File: src/source/isa_pkg.sv
// Instruction set: word types, field positions, opcode and ALU function encodings
`default_nettype none

package isa_pkg;

  localparam int WORD_WIDTH = 64;
  localparam int REG_COUNT  = 32;

  typedef logic [WORD_WIDTH-1:0] word_t; // Data and address word
  typedef logic [31:0]           inst_t; // One instruction
  typedef logic [4:0]            reg_idx_t;

  localparam reg_idx_t ZERO_REG = 5'd0; // Reads zero, writes dropped

  // Field positions
  localparam int OPCODE_LSB = 26;  // Bits 31..26
  localparam int RA_LSB     = 21;  // Bits 25..21
  localparam int RB_LSB     = 16;  // Bits 20..16
  localparam int RC_LSB     = 11;  // Bits 15..11
  localparam int IMM_WIDTH  = 16;  // Bits 15..0, sign extended

  localparam inst_t NOOP_INST = 32'h0000_0000; // ALU add into r0
  localparam word_t INST_STEP = 64'd8;         // One inst per 64-bit word

  // Major opcodes, anything else is illegal
  typedef enum logic [5:0] {
    OP_ALU   = 6'h00,
    OP_ADDI  = 6'h08,
    OP_LOAD  = 6'h29,
    OP_STORE = 6'h2d,
    OP_BEQ   = 6'h39,
    OP_JUMP  = 6'h34,
    OP_HALT  = 6'h3f
  } opcode_t;

  // ALU functions in the low 11 bits of OP_ALU
  typedef enum logic [10:0] {
    FUNC_ADD = 11'h000,
    FUNC_SUB = 11'h001,
    FUNC_AND = 11'h002,
    FUNC_OR  = 11'h003,
    FUNC_XOR = 11'h004,
    FUNC_SLL = 11'h005
  } alu_func_t;

endpackage

`default_nettype wire
File: src/source/pipe_pkg.sv
// Pipeline types: bus commands, memory request, stage payloads, commit record, status
`default_nettype none

package pipe_pkg;

  import isa_pkg::*;

  typedef enum logic [1:0] {
    BUS_NONE  = 2'd0,
    BUS_LOAD  = 2'd1,
    BUS_STORE = 2'd2
  } bus_command_t;

  // One request on the shared memory port
  typedef struct packed {
    bus_command_t command;
    word_t        addr;
    word_t        data;     // Store data
  } mem_request_t;

  // Decoded control bits, travel with the instruction
  typedef struct packed {
    alu_func_t alu_func;
    logic      opb_is_imm;
    logic      rd_mem;
    logic      wr_mem;
    logic      cond_branch;
    logic      uncond_branch;
    reg_idx_t  dest_idx;    // ZERO_REG when nothing is written
    logic      halt;
    logic      illegal;
    logic      valid;
  } control_t;

  typedef struct packed {
    word_t npc;
    inst_t inst;
    logic  valid;
  } if_id_t;

  typedef struct packed {
    word_t    npc;
    inst_t    inst;
    word_t    ra_value;
    word_t    rb_value;
    control_t ctrl;
  } id_ex_t;

  typedef struct packed {
    word_t    npc;
    word_t    alu_result;  // Also address or branch target
    word_t    rb_value;    // Store data
    logic     take_branch;
    control_t ctrl;
  } ex_mem_t;

  typedef struct packed {
    word_t    npc;
    word_t    result;
    logic     take_branch;
    control_t ctrl;
  } mem_wb_t;

  typedef struct packed {
    logic     valid;
    logic     wr_en;
    reg_idx_t wr_idx;
    word_t    wr_data;
    word_t    npc;
  } commit_t;

  typedef enum logic [1:0] {
    STATUS_RUNNING = 2'd0,
    STATUS_HALTED  = 2'd1,
    STATUS_ILLEGAL = 2'd2
  } status_t;

endpackage

`default_nettype wire

File: src/source/pipeline.sv
// Top level: stage instances, shared memory port, writeback and status
`timescale 1ns/1ps
`default_nettype none

module pipeline
  import isa_pkg::*, pipe_pkg::*;
(
  input  wire logic  clock,
  input  wire logic  reset,
  output mem_request_t mem_request,
  input  wire word_t mem_read_data,
  output commit_t    commit,
  output status_t    status
);

  if_id_t       if_id;
  id_ex_t       id_ex;
  ex_mem_t      ex_mem;
  mem_wb_t      mem_wb;
  word_t        fetch_addr;
  logic         fetch_active;
  mem_request_t fetch_request;
  mem_request_t data_request;

  fetch_stage i_fetch_stage (
    .clock        (clock),
    .reset        (reset),
    .commit_stage (mem_wb),
    .fetch_addr   (fetch_addr),
    .fetch_active (fetch_active),
    .fetch_data   (mem_read_data),
    .if_id        (if_id)
  );

  decode_stage i_decode_stage (
    .clock  (clock),
    .reset  (reset),
    .if_id  (if_id),
    .commit (commit),
    .id_ex  (id_ex)
  );

  execute_stage i_execute_stage (
    .clock  (clock),
    .reset  (reset),
    .id_ex  (id_ex),
    .ex_mem (ex_mem)
  );

  memory_stage i_memory_stage (
    .clock        (clock),
    .reset        (reset),
    .ex_mem       (ex_mem),
    .data_request (data_request),
    .load_data    (mem_read_data),
    .mem_wb       (mem_wb)
  );

  ////////////////////
  // Memory port
  ////////////////////
  assign fetch_request.command = fetch_active ? BUS_LOAD : BUS_NONE;
  assign fetch_request.addr    = fetch_addr;
  assign fetch_request.data    = '0;

  // Data side wins whenever it asks
  assign mem_request = (data_request.command != BUS_NONE) ? data_request : fetch_request;

  ////////////////////
  // Writeback
  ////////////////////
  assign commit.valid   = mem_wb.ctrl.valid;
  assign commit.wr_en   = mem_wb.ctrl.valid && (mem_wb.ctrl.dest_idx != ZERO_REG);
  assign commit.wr_idx  = mem_wb.ctrl.dest_idx;
  assign commit.wr_data = mem_wb.ctrl.uncond_branch ? mem_wb.npc : mem_wb.result; // Link
  assign commit.npc     = mem_wb.npc;

  // Status sticks until reset
  always_ff @(posedge clock)
  begin
    if (reset)
      status <= STATUS_RUNNING;
    else if (mem_wb.ctrl.valid && mem_wb.ctrl.illegal)
      status <= STATUS_ILLEGAL;
    else if (mem_wb.ctrl.valid && mem_wb.ctrl.halt)
      status <= STATUS_HALTED;
  end

  // Issue rule keeps fetch and data access in different cycles
  a_port_exclusive: assert property (@(posedge clock) disable iff (reset)
    !(fetch_active && data_request.command != BUS_NONE));

endmodule

`default_nettype wire

File: src/source/memory_stage.sv
// Memory stage: data-side load and store requests, load result, MEM/WB register
`timescale 1ns/1ps
`default_nettype none

module memory_stage
  import isa_pkg::*, pipe_pkg::*;
(
  input  wire logic    clock,
  input  wire logic    reset,
  input  wire ex_mem_t ex_mem,
  output mem_request_t data_request,
  input  wire word_t   load_data,   // Same-cycle answer
  output mem_wb_t      mem_wb
);

  // Data side request, BUS_NONE for everything but loads and stores
  always_comb
  begin
    data_request.addr = ex_mem.alu_result;
    data_request.data = ex_mem.rb_value;
    if (ex_mem.ctrl.valid && ex_mem.ctrl.rd_mem)
      data_request.command = BUS_LOAD;
    else if (ex_mem.ctrl.valid && ex_mem.ctrl.wr_mem)
      data_request.command = BUS_STORE;   // Memory writes at the rising edge
    else
      data_request.command = BUS_NONE;
  end

  ////////////////////
  // MEM/WB register
  ////////////////////
  always_ff @(posedge clock)
  begin
    mem_wb.npc    <= ex_mem.npc;
    mem_wb.result <= ex_mem.ctrl.rd_mem ? load_data : ex_mem.alu_result;
    if (reset)
    begin
      mem_wb.take_branch <= 1'b0;
      mem_wb.ctrl        <= '0;
    end
    else
    begin
      mem_wb.take_branch <= ex_mem.take_branch;
      mem_wb.ctrl        <= ex_mem.ctrl;
    end
  end

endmodule

`default_nettype wire

File: src/source/execute_stage.sv
// Execute stage: operand select, ALU, branch decision and target, EX/MEM register
`timescale 1ns/1ps
`default_nettype none

module execute_stage
  import isa_pkg::*, pipe_pkg::*;
(
  input  wire logic   clock,
  input  wire logic   reset,
  input  wire id_ex_t id_ex,
  output ex_mem_t     ex_mem
);

  word_t imm;        // Sign-extended immediate
  word_t opb;
  word_t alu_out;
  word_t target;     // NPC + imm * 8
  logic  is_branch;
  logic  take_branch;

  assign imm = {{(WORD_WIDTH-IMM_WIDTH){id_ex.inst[IMM_WIDTH-1]}}, id_ex.inst[IMM_WIDTH-1:0]};
  assign opb = id_ex.ctrl.opb_is_imm ? imm : id_ex.rb_value;

  always_comb
  begin
    case (id_ex.ctrl.alu_func)
      FUNC_ADD: alu_out = id_ex.ra_value + opb;  // Also load/store address
      FUNC_SUB: alu_out = id_ex.ra_value - opb;
      FUNC_AND: alu_out = id_ex.ra_value & opb;
      FUNC_OR:  alu_out = id_ex.ra_value | opb;
      FUNC_XOR: alu_out = id_ex.ra_value ^ opb;
      FUNC_SLL: alu_out = id_ex.ra_value << opb[5:0];
      default:  alu_out = '0;
    endcase
  end

  assign target      = id_ex.npc + (imm << 3);
  assign is_branch   = id_ex.ctrl.cond_branch || id_ex.ctrl.uncond_branch;
  assign take_branch = id_ex.ctrl.valid &&
                       (id_ex.ctrl.uncond_branch ||
                        (id_ex.ctrl.cond_branch && id_ex.ra_value == '0)); // Branch on zero

  ////////////////////
  // EX/MEM register
  ////////////////////
  always_ff @(posedge clock)
  begin
    ex_mem.npc        <= id_ex.npc;
    ex_mem.alu_result <= is_branch ? target : alu_out;
    ex_mem.rb_value   <= id_ex.rb_value;
    if (reset)
    begin
      ex_mem.take_branch <= 1'b0;
      ex_mem.ctrl        <= '0;
    end
    else
    begin
      ex_mem.take_branch <= take_branch;
      ex_mem.ctrl        <= id_ex.ctrl;
    end
  end

  // Relies on fetch only ever producing aligned NPCs
  a_target_aligned: assert property (@(posedge clock) disable iff (reset)
    ex_mem.take_branch |-> ex_mem.alu_result[2:0] == 3'b000);

endmodule

`default_nettype wire

File: src/source/decode_stage.sv
// Decode stage: instruction decoder, register file with writeback port, ID/EX register
`timescale 1ns/1ps
`default_nettype none

module decode_stage
  import isa_pkg::*, pipe_pkg::*;
(
  input  wire logic    clock,
  input  wire logic    reset,
  input  wire if_id_t  if_id,
  input  wire commit_t commit,   // Writeback port
  output id_ex_t       id_ex
);

  opcode_t   opcode;
  alu_func_t func;
  reg_idx_t  ra_idx;
  reg_idx_t  rb_idx;
  reg_idx_t  rc_idx;
  control_t  ctrl;
  word_t     ra_value;
  word_t     rb_value;
  word_t     regs [REG_COUNT];

  assign opcode = opcode_t'(if_id.inst[OPCODE_LSB +: 6]);
  assign func   = alu_func_t'(if_id.inst[10:0]);
  assign ra_idx = if_id.inst[RA_LSB +: 5];
  assign rb_idx = if_id.inst[RB_LSB +: 5];
  assign rc_idx = if_id.inst[RC_LSB +: 5];

  ////////////////////
  // Decoder
  ////////////////////
  always_comb
  begin
    ctrl       = '0;           // Defaults to add with no memory and no write
    ctrl.valid = if_id.valid;
    case (opcode)
      OP_ALU:
      begin
        ctrl.dest_idx = rc_idx;
        case (func)
          FUNC_ADD, FUNC_SUB, FUNC_AND, FUNC_OR, FUNC_XOR, FUNC_SLL:
            ctrl.alu_func = func;
          default:
          begin
            ctrl.illegal  = if_id.valid;
            ctrl.dest_idx = ZERO_REG;   // Illegal writes nothing
          end
        endcase
      end
      OP_ADDI:
      begin
        ctrl.opb_is_imm = 1'b1;
        ctrl.dest_idx   = rb_idx;
      end
      OP_LOAD:
      begin
        ctrl.opb_is_imm = 1'b1;         // Address = ra + imm
        ctrl.rd_mem     = 1'b1;
        ctrl.dest_idx   = rb_idx;
      end
      OP_STORE:
      begin
        ctrl.opb_is_imm = 1'b1;
        ctrl.wr_mem     = 1'b1;
      end
      OP_BEQ:  ctrl.cond_branch = 1'b1;
      OP_JUMP:
      begin
        ctrl.uncond_branch = 1'b1;
        ctrl.dest_idx      = rb_idx;    // Link register gets NPC
      end
      OP_HALT: ctrl.halt = if_id.valid;
      default: ctrl.illegal = if_id.valid;
    endcase
  end

  ////////////////////
  // Register file
  ////////////////////
  assign ra_value = (ra_idx == ZERO_REG) ? '0 : regs[ra_idx];
  assign rb_value = (rb_idx == ZERO_REG) ? '0 : regs[rb_idx];

  always_ff @(posedge clock)
  begin
    if (commit.wr_en)
      regs[commit.wr_idx] <= commit.wr_data; // Read back in the next fetch's decode
  end

  ////////////////////
  // ID/EX register
  ////////////////////
  always_ff @(posedge clock)
  begin
    id_ex.npc      <= if_id.npc;
    id_ex.inst     <= if_id.inst;
    id_ex.ra_value <= ra_value;
    id_ex.rb_value <= rb_value;
    if (reset || !if_id.valid)
      id_ex.ctrl <= '0;          // Bubble
    else
      id_ex.ctrl <= ctrl;
  end

  // Register write never meets a decode read in the same cycle
  a_write_not_in_decode: assert property (@(posedge clock) disable iff (reset)
    commit.wr_en |-> !if_id.valid);

endmodule

`default_nettype wire

File: src/source/fetch_stage.sv
// Fetch stage: issue rule, next address, stop after halt or illegal, IF/ID register
`timescale 1ns/1ps
`default_nettype none

module fetch_stage
  import isa_pkg::*, pipe_pkg::*;
(
  input  wire logic    clock,
  input  wire logic    reset,
  input  wire mem_wb_t commit_stage,  // Instruction now in writeback
  output word_t        fetch_addr,
  output logic         fetch_active,  // Fetch request this cycle
  input  wire word_t   fetch_data,
  output if_id_t       if_id
);

  logic start;     // First cycle out of reset
  logic stopped;   // Halt or illegal has committed
  logic finishing; // Committing inst ends the program
  logic go_on;     // Committing inst lets the next one in

  assign finishing = commit_stage.ctrl.valid &&
                     (commit_stage.ctrl.halt || commit_stage.ctrl.illegal);
  assign go_on     = commit_stage.ctrl.valid && !finishing;

  // One inst in flight, so issue only on start or at writeback
  assign fetch_active = !stopped && (start || go_on);

  // Program counter comes from the inst in writeback
  always_comb
  begin
    if (start)
      fetch_addr = '0;                      // Reset vector
    else if (commit_stage.take_branch)
      fetch_addr = commit_stage.result;     // Branch target
    else
      fetch_addr = commit_stage.npc;        // Fall through
  end

  always_ff @(posedge clock)
  begin
    if (reset)
    begin
      start   <= 1'b1;
      stopped <= 1'b0;
    end
    else
    begin
      start <= 1'b0;
      if (finishing)
        stopped <= 1'b1;                    // Sticky until reset
    end
  end

  ////////////////////
  // IF/ID register
  ////////////////////
  always_ff @(posedge clock)
  begin
    if_id.npc  <= fetch_addr + INST_STEP;
    if_id.inst <= fetch_active ? fetch_data[31:0] : NOOP_INST; // Low half of word
    if (reset)
      if_id.valid <= 1'b0;
    else
      if_id.valid <= fetch_active;
  end

  // Nothing left in flight once stopped, so no issue can follow
  a_no_issue_stopped: assert property (@(posedge clock) disable iff (reset)
    stopped |-> !commit_stage.ctrl.valid);

endmodule

`default_nettype wire

File: config.mk
export PLATFORM = sky130hd
export DESIGN_NAME = pipeline
export DESIGN_NICKNAME = d
export VERILOG_FILES = /design/src/source/isa_pkg.sv /design/src/source/pipe_pkg.sv /design/src/source/pipeline.sv /design/src/source/memory_stage.sv /design/src/source/execute_stage.sv /design/src/source/decode_stage.sv /design/src/source/fetch_stage.sv
export SDC_FILE = /design/constraint.sdc
export NUM_CORES = 2
export LEC_CHECK = 0
export BUFFER_PORTS_ARGS = -buffer_cell sky130_fd_sc_hd__buf_2
export CAP_MARGIN = 5
export CELL_PAD_IN_SITES_DETAIL_PLACEMENT = 1
export CELL_PAD_IN_SITES_GLOBAL_PLACEMENT = 1
export CORE_AREA = 2 2 441 772
export CTS_BUF_LIST = sky130_fd_sc_hd__clkbuf_2
export CTS_CLUSTER_SIZE = 20
export DETAILED_ROUTE_END_ITERATION = 10
export DIE_AREA = 0 0 443 774
export PLACE_DENSITY = 0.69
export SETUP_SLACK_MARGIN = 0.1
export SYNTH_ARGS = -nofsm -noshare
export SYNTH_HDL_FRONTEND = slang
export SYNTH_SLANG_ARGS = --single-unit
export TNS_END_PERCENT = 5
File: constraint.sdc
create_clock -name clock -period 11 [get_ports clock]
set_input_delay 0.55 -clock clock [delete_from_list [all_inputs] [get_ports clock]]
set_output_delay 0.55 -clock clock [all_outputs]
set_load 0.05 [all_outputs]
Word level (Yosys, flattened, before mapping)

Memory sizes are Yosys's and may differ from the RTL's. A register that Yosys moved wholly into a read port is not among the register bits.
Index checks and enable logic that the tools add are counted.

Register bits after elaboration: 547
Bits in writable memories: 2,048
Input bits: 66
Output and inout port bits: 267
Memories kept: 1

Memories:

| memory              | depth | bits a word | read ports | clocked after Yosys merged registers in | write ports | line               | source |
|---|---|---|---|---|---|---|---|
| i_decode_stage.regs | 32    | 64          | 2          | 2                                       | 1           | decode_stage.sv:23 | `word_t regs [REG_COUNT];` |

$add $sub $neg: 4
Eq/ne operators: 16
Shift-type cells: 1
Mux-type cells: 25
Bitwise logic cells: 6
Reductions and logical operators: 34

Operators with widths:

| cell                                                             | number |
|---|---|
| 64-bit 2-to-1 mux                                                | 6 |
| 64-bit one-hot mux with 6 select lines                           | 1 |
| 130-bit 2-to-1 mux                                               | 1 |
| 64-bit adder                                                     | 2 |
| 64-bit by 4-bit adder with 64-bit output, second input constant  | 1 |
| 64-bit bitwise AND                                               | 1 |
| 64-bit logical NOT                                               | 1 |
| 64-bit OR                                                        | 1 |
| 64-bit by 6-bit left shift with 64-bit output                    | 1 |
| 64-bit subtractor                                                | 1 |
| 64-bit bitwise XOR                                               | 1 |
| 11-bit by 2-bit == test with 1-bit output, second input constant | 4 |
| 11-bit by 3-bit == test with 1-bit output, second input constant | 4 |
| 6-bit == test, second input constant                             | 5 |
| 11-bit by 1-bit == test with 1-bit output, second input constant | 2 |
| 11-bit logical NOT                                               | 2 |
| 6-bit OR reduction                                               | 2 |
| 1-bit logical AND                                                | 10 |
| 5-bit logical NOT                                                | 2 |
| 1-bit 2-to-1 mux                                                 | 10 |
| 5-bit one-hot mux with 2 select lines                            | 1 |
| 3-bit OR reduction                                               | 3 |
| 2-bit 2-to-1 mux                                                 | 4 |
| 6-bit by 4-bit == test with 1-bit output, second input constant  | 1 |
| 9 further kinds                                                  | 19 |

Depth between registers and ports, before layout

Depth in word-level cells: 8
Mapped depth: 29
Depth with buffers taken out: 22

Modules after synthesis

A second synthesis with hierarchy kept.

Cells, all modules: 9,182
Area total of the unflattened synthesis: 133,770.8 um^2

Modules (own cells, without submodules):

| module        | instances | cells each | area an instance (um^2) |
|---|---|---|---|
| decode_stage  | 1         | 5,081      | 99,210.2 |
| execute_stage | 1         | 2,890      | 21,951.1 |
| fetch_stage   | 1         | 604        | 5,455.2 |
| memory_stage  | 1         | 381        | 5,058.6 |
| pipeline      | 1         | 226        | 2,095.8 |

Least setup slack after synthesis

No wires, ideal clock.

Path kind: register to register
Start point: reg i_decode_stage.id_ex[12] (netlist name)
End point: reg i_execute_stage.ex_mem[151] (netlist name)
Arrival: 6,871 ps
Data required time: 10,935 ps
Path slack: 4,064 ps
Stages on the path, launching flop included: 29
Path buffers: 7
Cells stage by stage: dfxtp_1 > buf_2 > clkbuf_1 > buf_2 > mux2i_1 > clkbuf_1 > clkbuf_1 > clkbuf_1 > ha_1 > o21ai_0 > or2_1 > nor4_1 > nand2_1 > nor3_1 > o21ai_0 > nand2_1 > xnor2_1 > ha_1 > clkbuf_1 > nand2_1 > o21ai_0 > a2111oi_0 > nand3_1 > a211oi_1 > o21ai_0 > a21boi_0 > nor2_1 > or2_2 > nand4_1

Longest elaborated chain between the ends: 4

Ends and longest elaborated chain:

| item                                            | line                | source |
|---|---|---|
| 64-bit 2-to-1 mux (*)                           | execute_stage.sv:22 | `assign opb = id_ex.ctrl.opb_is_imm ? imm : id_ex.rb_value;` |
| 64-bit subtractor, or another cell as far along | execute_stage.sv:28 | `FUNC_SUB: alu_out = id_ex.ra_value - opb;` |
| 64-bit one-hot mux with 6 select lines (*)      | execute_stage.sv:26 | `case (id_ex.ctrl.alu_func)` |
| 64-bit 2-to-1 mux (*)                           | execute_stage.sv:49 | `ex_mem.alu_result <= is_branch ? target : alu_out;` |

Every way passes the cells marked *; elsewhere a longest branch is shown, timed or not.
A chain may end at the register's enable or synchronous reset.

Final worst setup path

Start point: reg i_decode_stage.id_ex[12] (netlist name)
End point: reg i_execute_stage.ex_mem[151] (netlist name)

Longest elaborated chain between the ends: 4

Ends and longest elaborated chain:

| item                                            | line |
|---|---|
| 64-bit 2-to-1 mux (*)                           | execute_stage.sv:22 |
| 64-bit subtractor, or another cell as far along | execute_stage.sv:28 |
| 64-bit one-hot mux with 6 select lines (*)      | execute_stage.sv:26 |
| 64-bit 2-to-1 mux (*)                           | execute_stage.sv:49 |

Marked as above.

==> impl_metrics.json <==
{
  "reg2reg_from": "i_decode_stage.id_ex[12]",
  "async_flop_share_pct": 0,
  "io_buffers": 332,
  "maxCapViolCount": 0,
  "fp.dieH_um": 774,
  "cts_root_buffer": "clkbuf_2",
  "design.core.area_um2": 336000,
  "ys_top_cells_by_area": "edfxtp_1 47%, mux4_2 23%, dfxtp_1 10%",
  "worstSetupStartpointType": "register",
  "grt_pass1_vias": 91600,
  "grtUsageTotal_pct": 27.9,
  "rsz0062_at_grt": "no",
  "nNetsFinal": 9245,
  "fin_skew_ns": 0.292,
  "p_sw_mw": 6.01,
  "timing.final.hold_violations": 0,
  "peakVddDrop_mv": 0.0861,
  "ff2ff_path_depth": 21,
  "grt_max_degree": 126,
  "cts.sinks": 2723,
  "drc": 0,
  "dieArea_um2": 343000,
  "slew_headroom_pct": 4.42,
  "vias_per_cell": 6.16,
  "fin_crit_ns": 7.88,
  "rows": 282,
  "clockBufferDepth": 4,
  "yosysTopAreaCellShare_pct": 47.0,
  "worstReg2RegEnd": "i_execute_stage.ex_mem[151]",
  "wire_per_inst_um": 35.2,
  "p_leak_nw": 50.4,
  "post-cts-setup-buffer-count": 0,
  "cts_tree": "built",
  "start_util_pct": 38.9,
  "insertion_delay_ns": 1.98,
  "dpl.hpwl_um": 322000,
  "synth_seq_cells": 2723,
  "worst_pin_slew_ns": 1.43,
  "grt_antenna_before_repair": 33,
  "worst-setup-path-type": "register to register",
  "area_growth_pct": 11.4,
  "cp_max_fo": 45,
  "grt_pass1_wl_um": 683000,
  "period_share_pct": 71.6,
  "seqPwrFrac_pct": 55.2,
  "synthTopCellsByCount": "2,048 x edfxtp_1, 1,326 x mux4_2, 675 x dfxtp_1",
  "crit_path_end_kind": "register",
  "cts_made_buffers": 605,
  "place_area_um2": 138000,
  "post-synth-top-count-cell": "edfxtp_1",
  "synth.cell_area_um2": 131000,
  "synth_edf_count": 2048,
  "pwr-share-comb_pct": 12.4,
  "ys.flop_type": "edfxtp_1",
  "synth_top_area_cell": "edfxtp_1",
  "dp_slack_ns": 3.34,
  "clkPwrFrac_pct": 32.4,
  "gp_congestion": 1.00,
  "postLayoutSetupSlackWorst_ns": 3.12,
  "htreeDepth": 6,
  "worstHoldPathCells": 4,
  "drt_first_iter_violations": 8000,
  "dr.pass1.iters": 5,
  "slew_viol_final": 0,
  "min_to": "i_fetch_stage.if_id[26]",
  "hp-class": "input pin to register",
  "cp.required_ns": 12.88,
  "yosysWarnings": 0,
  "yosysSeqAreaShare_pct": 57.4,
  "crit_arrival_ns": 9.76,
  "clkTransAtPathRegs_ns": 0.13,
  "switching_share_pct": 29.5,
  "fillers": 33500,
  "cts_resized": 0,
  "fmax_mhz": 127,
  "routed_wl_um": 486000,
  "die_x_um": 443,
  "status": "finished clean",
  "synthCells": 8079,
  "setup_violations": 0,
  "layout-drive-gt1-share_pct": 32.9,
  "tns_ns": 0,
  "ant_nets": 0,
  "hp-start": "mem_read_data[25]",
  "power_density_nw_per_um2": 140,
  "netlist-cell-type-count": 83,
  "r2r_slack_ns": 3.12,
  "ios": 333,
  "stdcell_area_um2": 146000,
  "syn_avg_cell_area_um2": 16.2,
  "final_cells": 13800,
  "route.vias.total": 84900,
  "intPower_mw": 14.4,
  "hold_buffers": 214,
  "dpl.cell_count": 12500,
  "globalRouteOverflowTotal": 0
}
==> critical path, cell delays in order, from the launching register on <==
cell,delay [ns]
dfxtp_4,0.76
mux2i_4,0.39
buf_4,0.48
inv_1,0.16
nor2_1,0.17
nand3_1,0.14
or3_1,0.45
nor2_1,0.44
nand3_1,0.29
nand2_1,0.16
xnor2_1,0.08
ha_1,0.44
a21oi_1,0.31
o21ai_0,0.20
a2111oi_0,0.67
nand3_1,0.41
a211oi_1,0.68
o21ai_0,0.35
a21boi_0,0.61
nor2_1,0.12
or2_2,0.32
nand4_1,0.10
==> area by class of cell <==
type,count,area [µm²],share of cell area [%]
diodes,23,57.6,0.0395
clock buffers,846,4230,2.91
clock inverters,202,1250,0.861
inverters,171,642,0.441
multi-input cells,4656,53200,36.5
flip-flops and latches,2723,75100,51.5
well taps,4402,5510,3.78
repair buffers,765,5660,3.89
==> kinds of logic (layout without fill, tap and decap cells) <==
family	count (synthesis)	count (layout)	synth area share, %
flip-flops	2723	2723	57.4
multiplexers	1810	1810	26.7
AND/OR/NAND/NOR	1314	1314	4.76
AO/OA/AOI/OAI	974	974	4.71
buffers and inverters	771	1984	2.44
adder cells (fa/ha/maj)	257	257	2.47
XOR/XNOR	229	229	1.53
other	1	95	0.00287
==> routing by layer <==
metal	up-vias	share of wire (%)	track usage, %
met5	-	0.019	0
met4	14	7.1	17.4
met3	1252	6.9	4.26
met2	4155	51	48.9
met1	45000	35	31.9
li1	34500	-	-
==> sequential cells by signal, indices dropped and copies added, names as in the netlist <==
| signal | cells |
|---|---|
| i_decode_stage.id_ex | 232 |
| i_decode_stage.regs | 2048 |
| i_execute_stage.ex_mem | 204 |
| i_fetch_stage.if_id | 97 |
| i_fetch_stage.start | 1 |
| i_fetch_stage.stopped | 1 |
| i_memory_stage.mem_wb | 138 |
| status | 2 |
==> cell usage in the layout (no fill, tap or decap), drive strengths merged, types with 59 or more instances in the layout <==
cell type and n:
xor2 59, nand2 336, edfxtp 2048, mux2i 298, mux2 186, dfxtp 675
and2 119, clkbuf 846, xnor2 170, mux4 1326, inv 190, o21ai 217
dlygate4sd3 213, ha 255, nor2 433, buf 551, nand3 92, a21oi 291
conb 72, clkinv 158
==> worst max-delay path by stage <==
stage,to,from,slack [ns]
finish,i_execute_stage.ex_mem[151],i_decode_stage.id_ex[12],3.12
global route,i_execute_stage.ex_mem[143],i_decode_stage.id_ex[12],2.80
CTS,i_execute_stage.ex_mem[151],i_decode_stage.id_ex[12],3.27
detailed placement,i_execute_stage.ex_mem[151],i_decode_stage.id_ex[12],3.34
global placement,i_execute_stage.ex_mem[134],i_decode_stage.id_ex[12],3.09
floorplan,i_execute_stage.ex_mem[151],i_decode_stage.id_ex[12],4.06
==> power by group through the flow <==
| stage | Sequential, mW | Combinational, mW | Clock (mW) |
|---|---|---|---|
| final | 11.2 | 2.53 | 6.61 |
| after global routing | 11.2 | 2.66 | 7.18 |
| after CTS | 11.2 | 2.49 | 6.76 |
| after detailed placement | 11.5 | 2.43 | 0 |
| after global placement | 11.5 | 2.41 | 0 |
| after floorplan | 11.3 | 1.60 | 0 |
==> metrics by stage <==
step	hold slack [ns]	util, %	power (mW)
after floorplan	0.310	-	12.9
after global placement	0.310	41.0	13.9
after detailed placement	0.313	41.0	13.9
after CTS	0.00106	43.3	20.5
after global routing	0.137	43.3	21.1
final	0.165	43.3	20.4
Power figures use the tool's default switching activity.
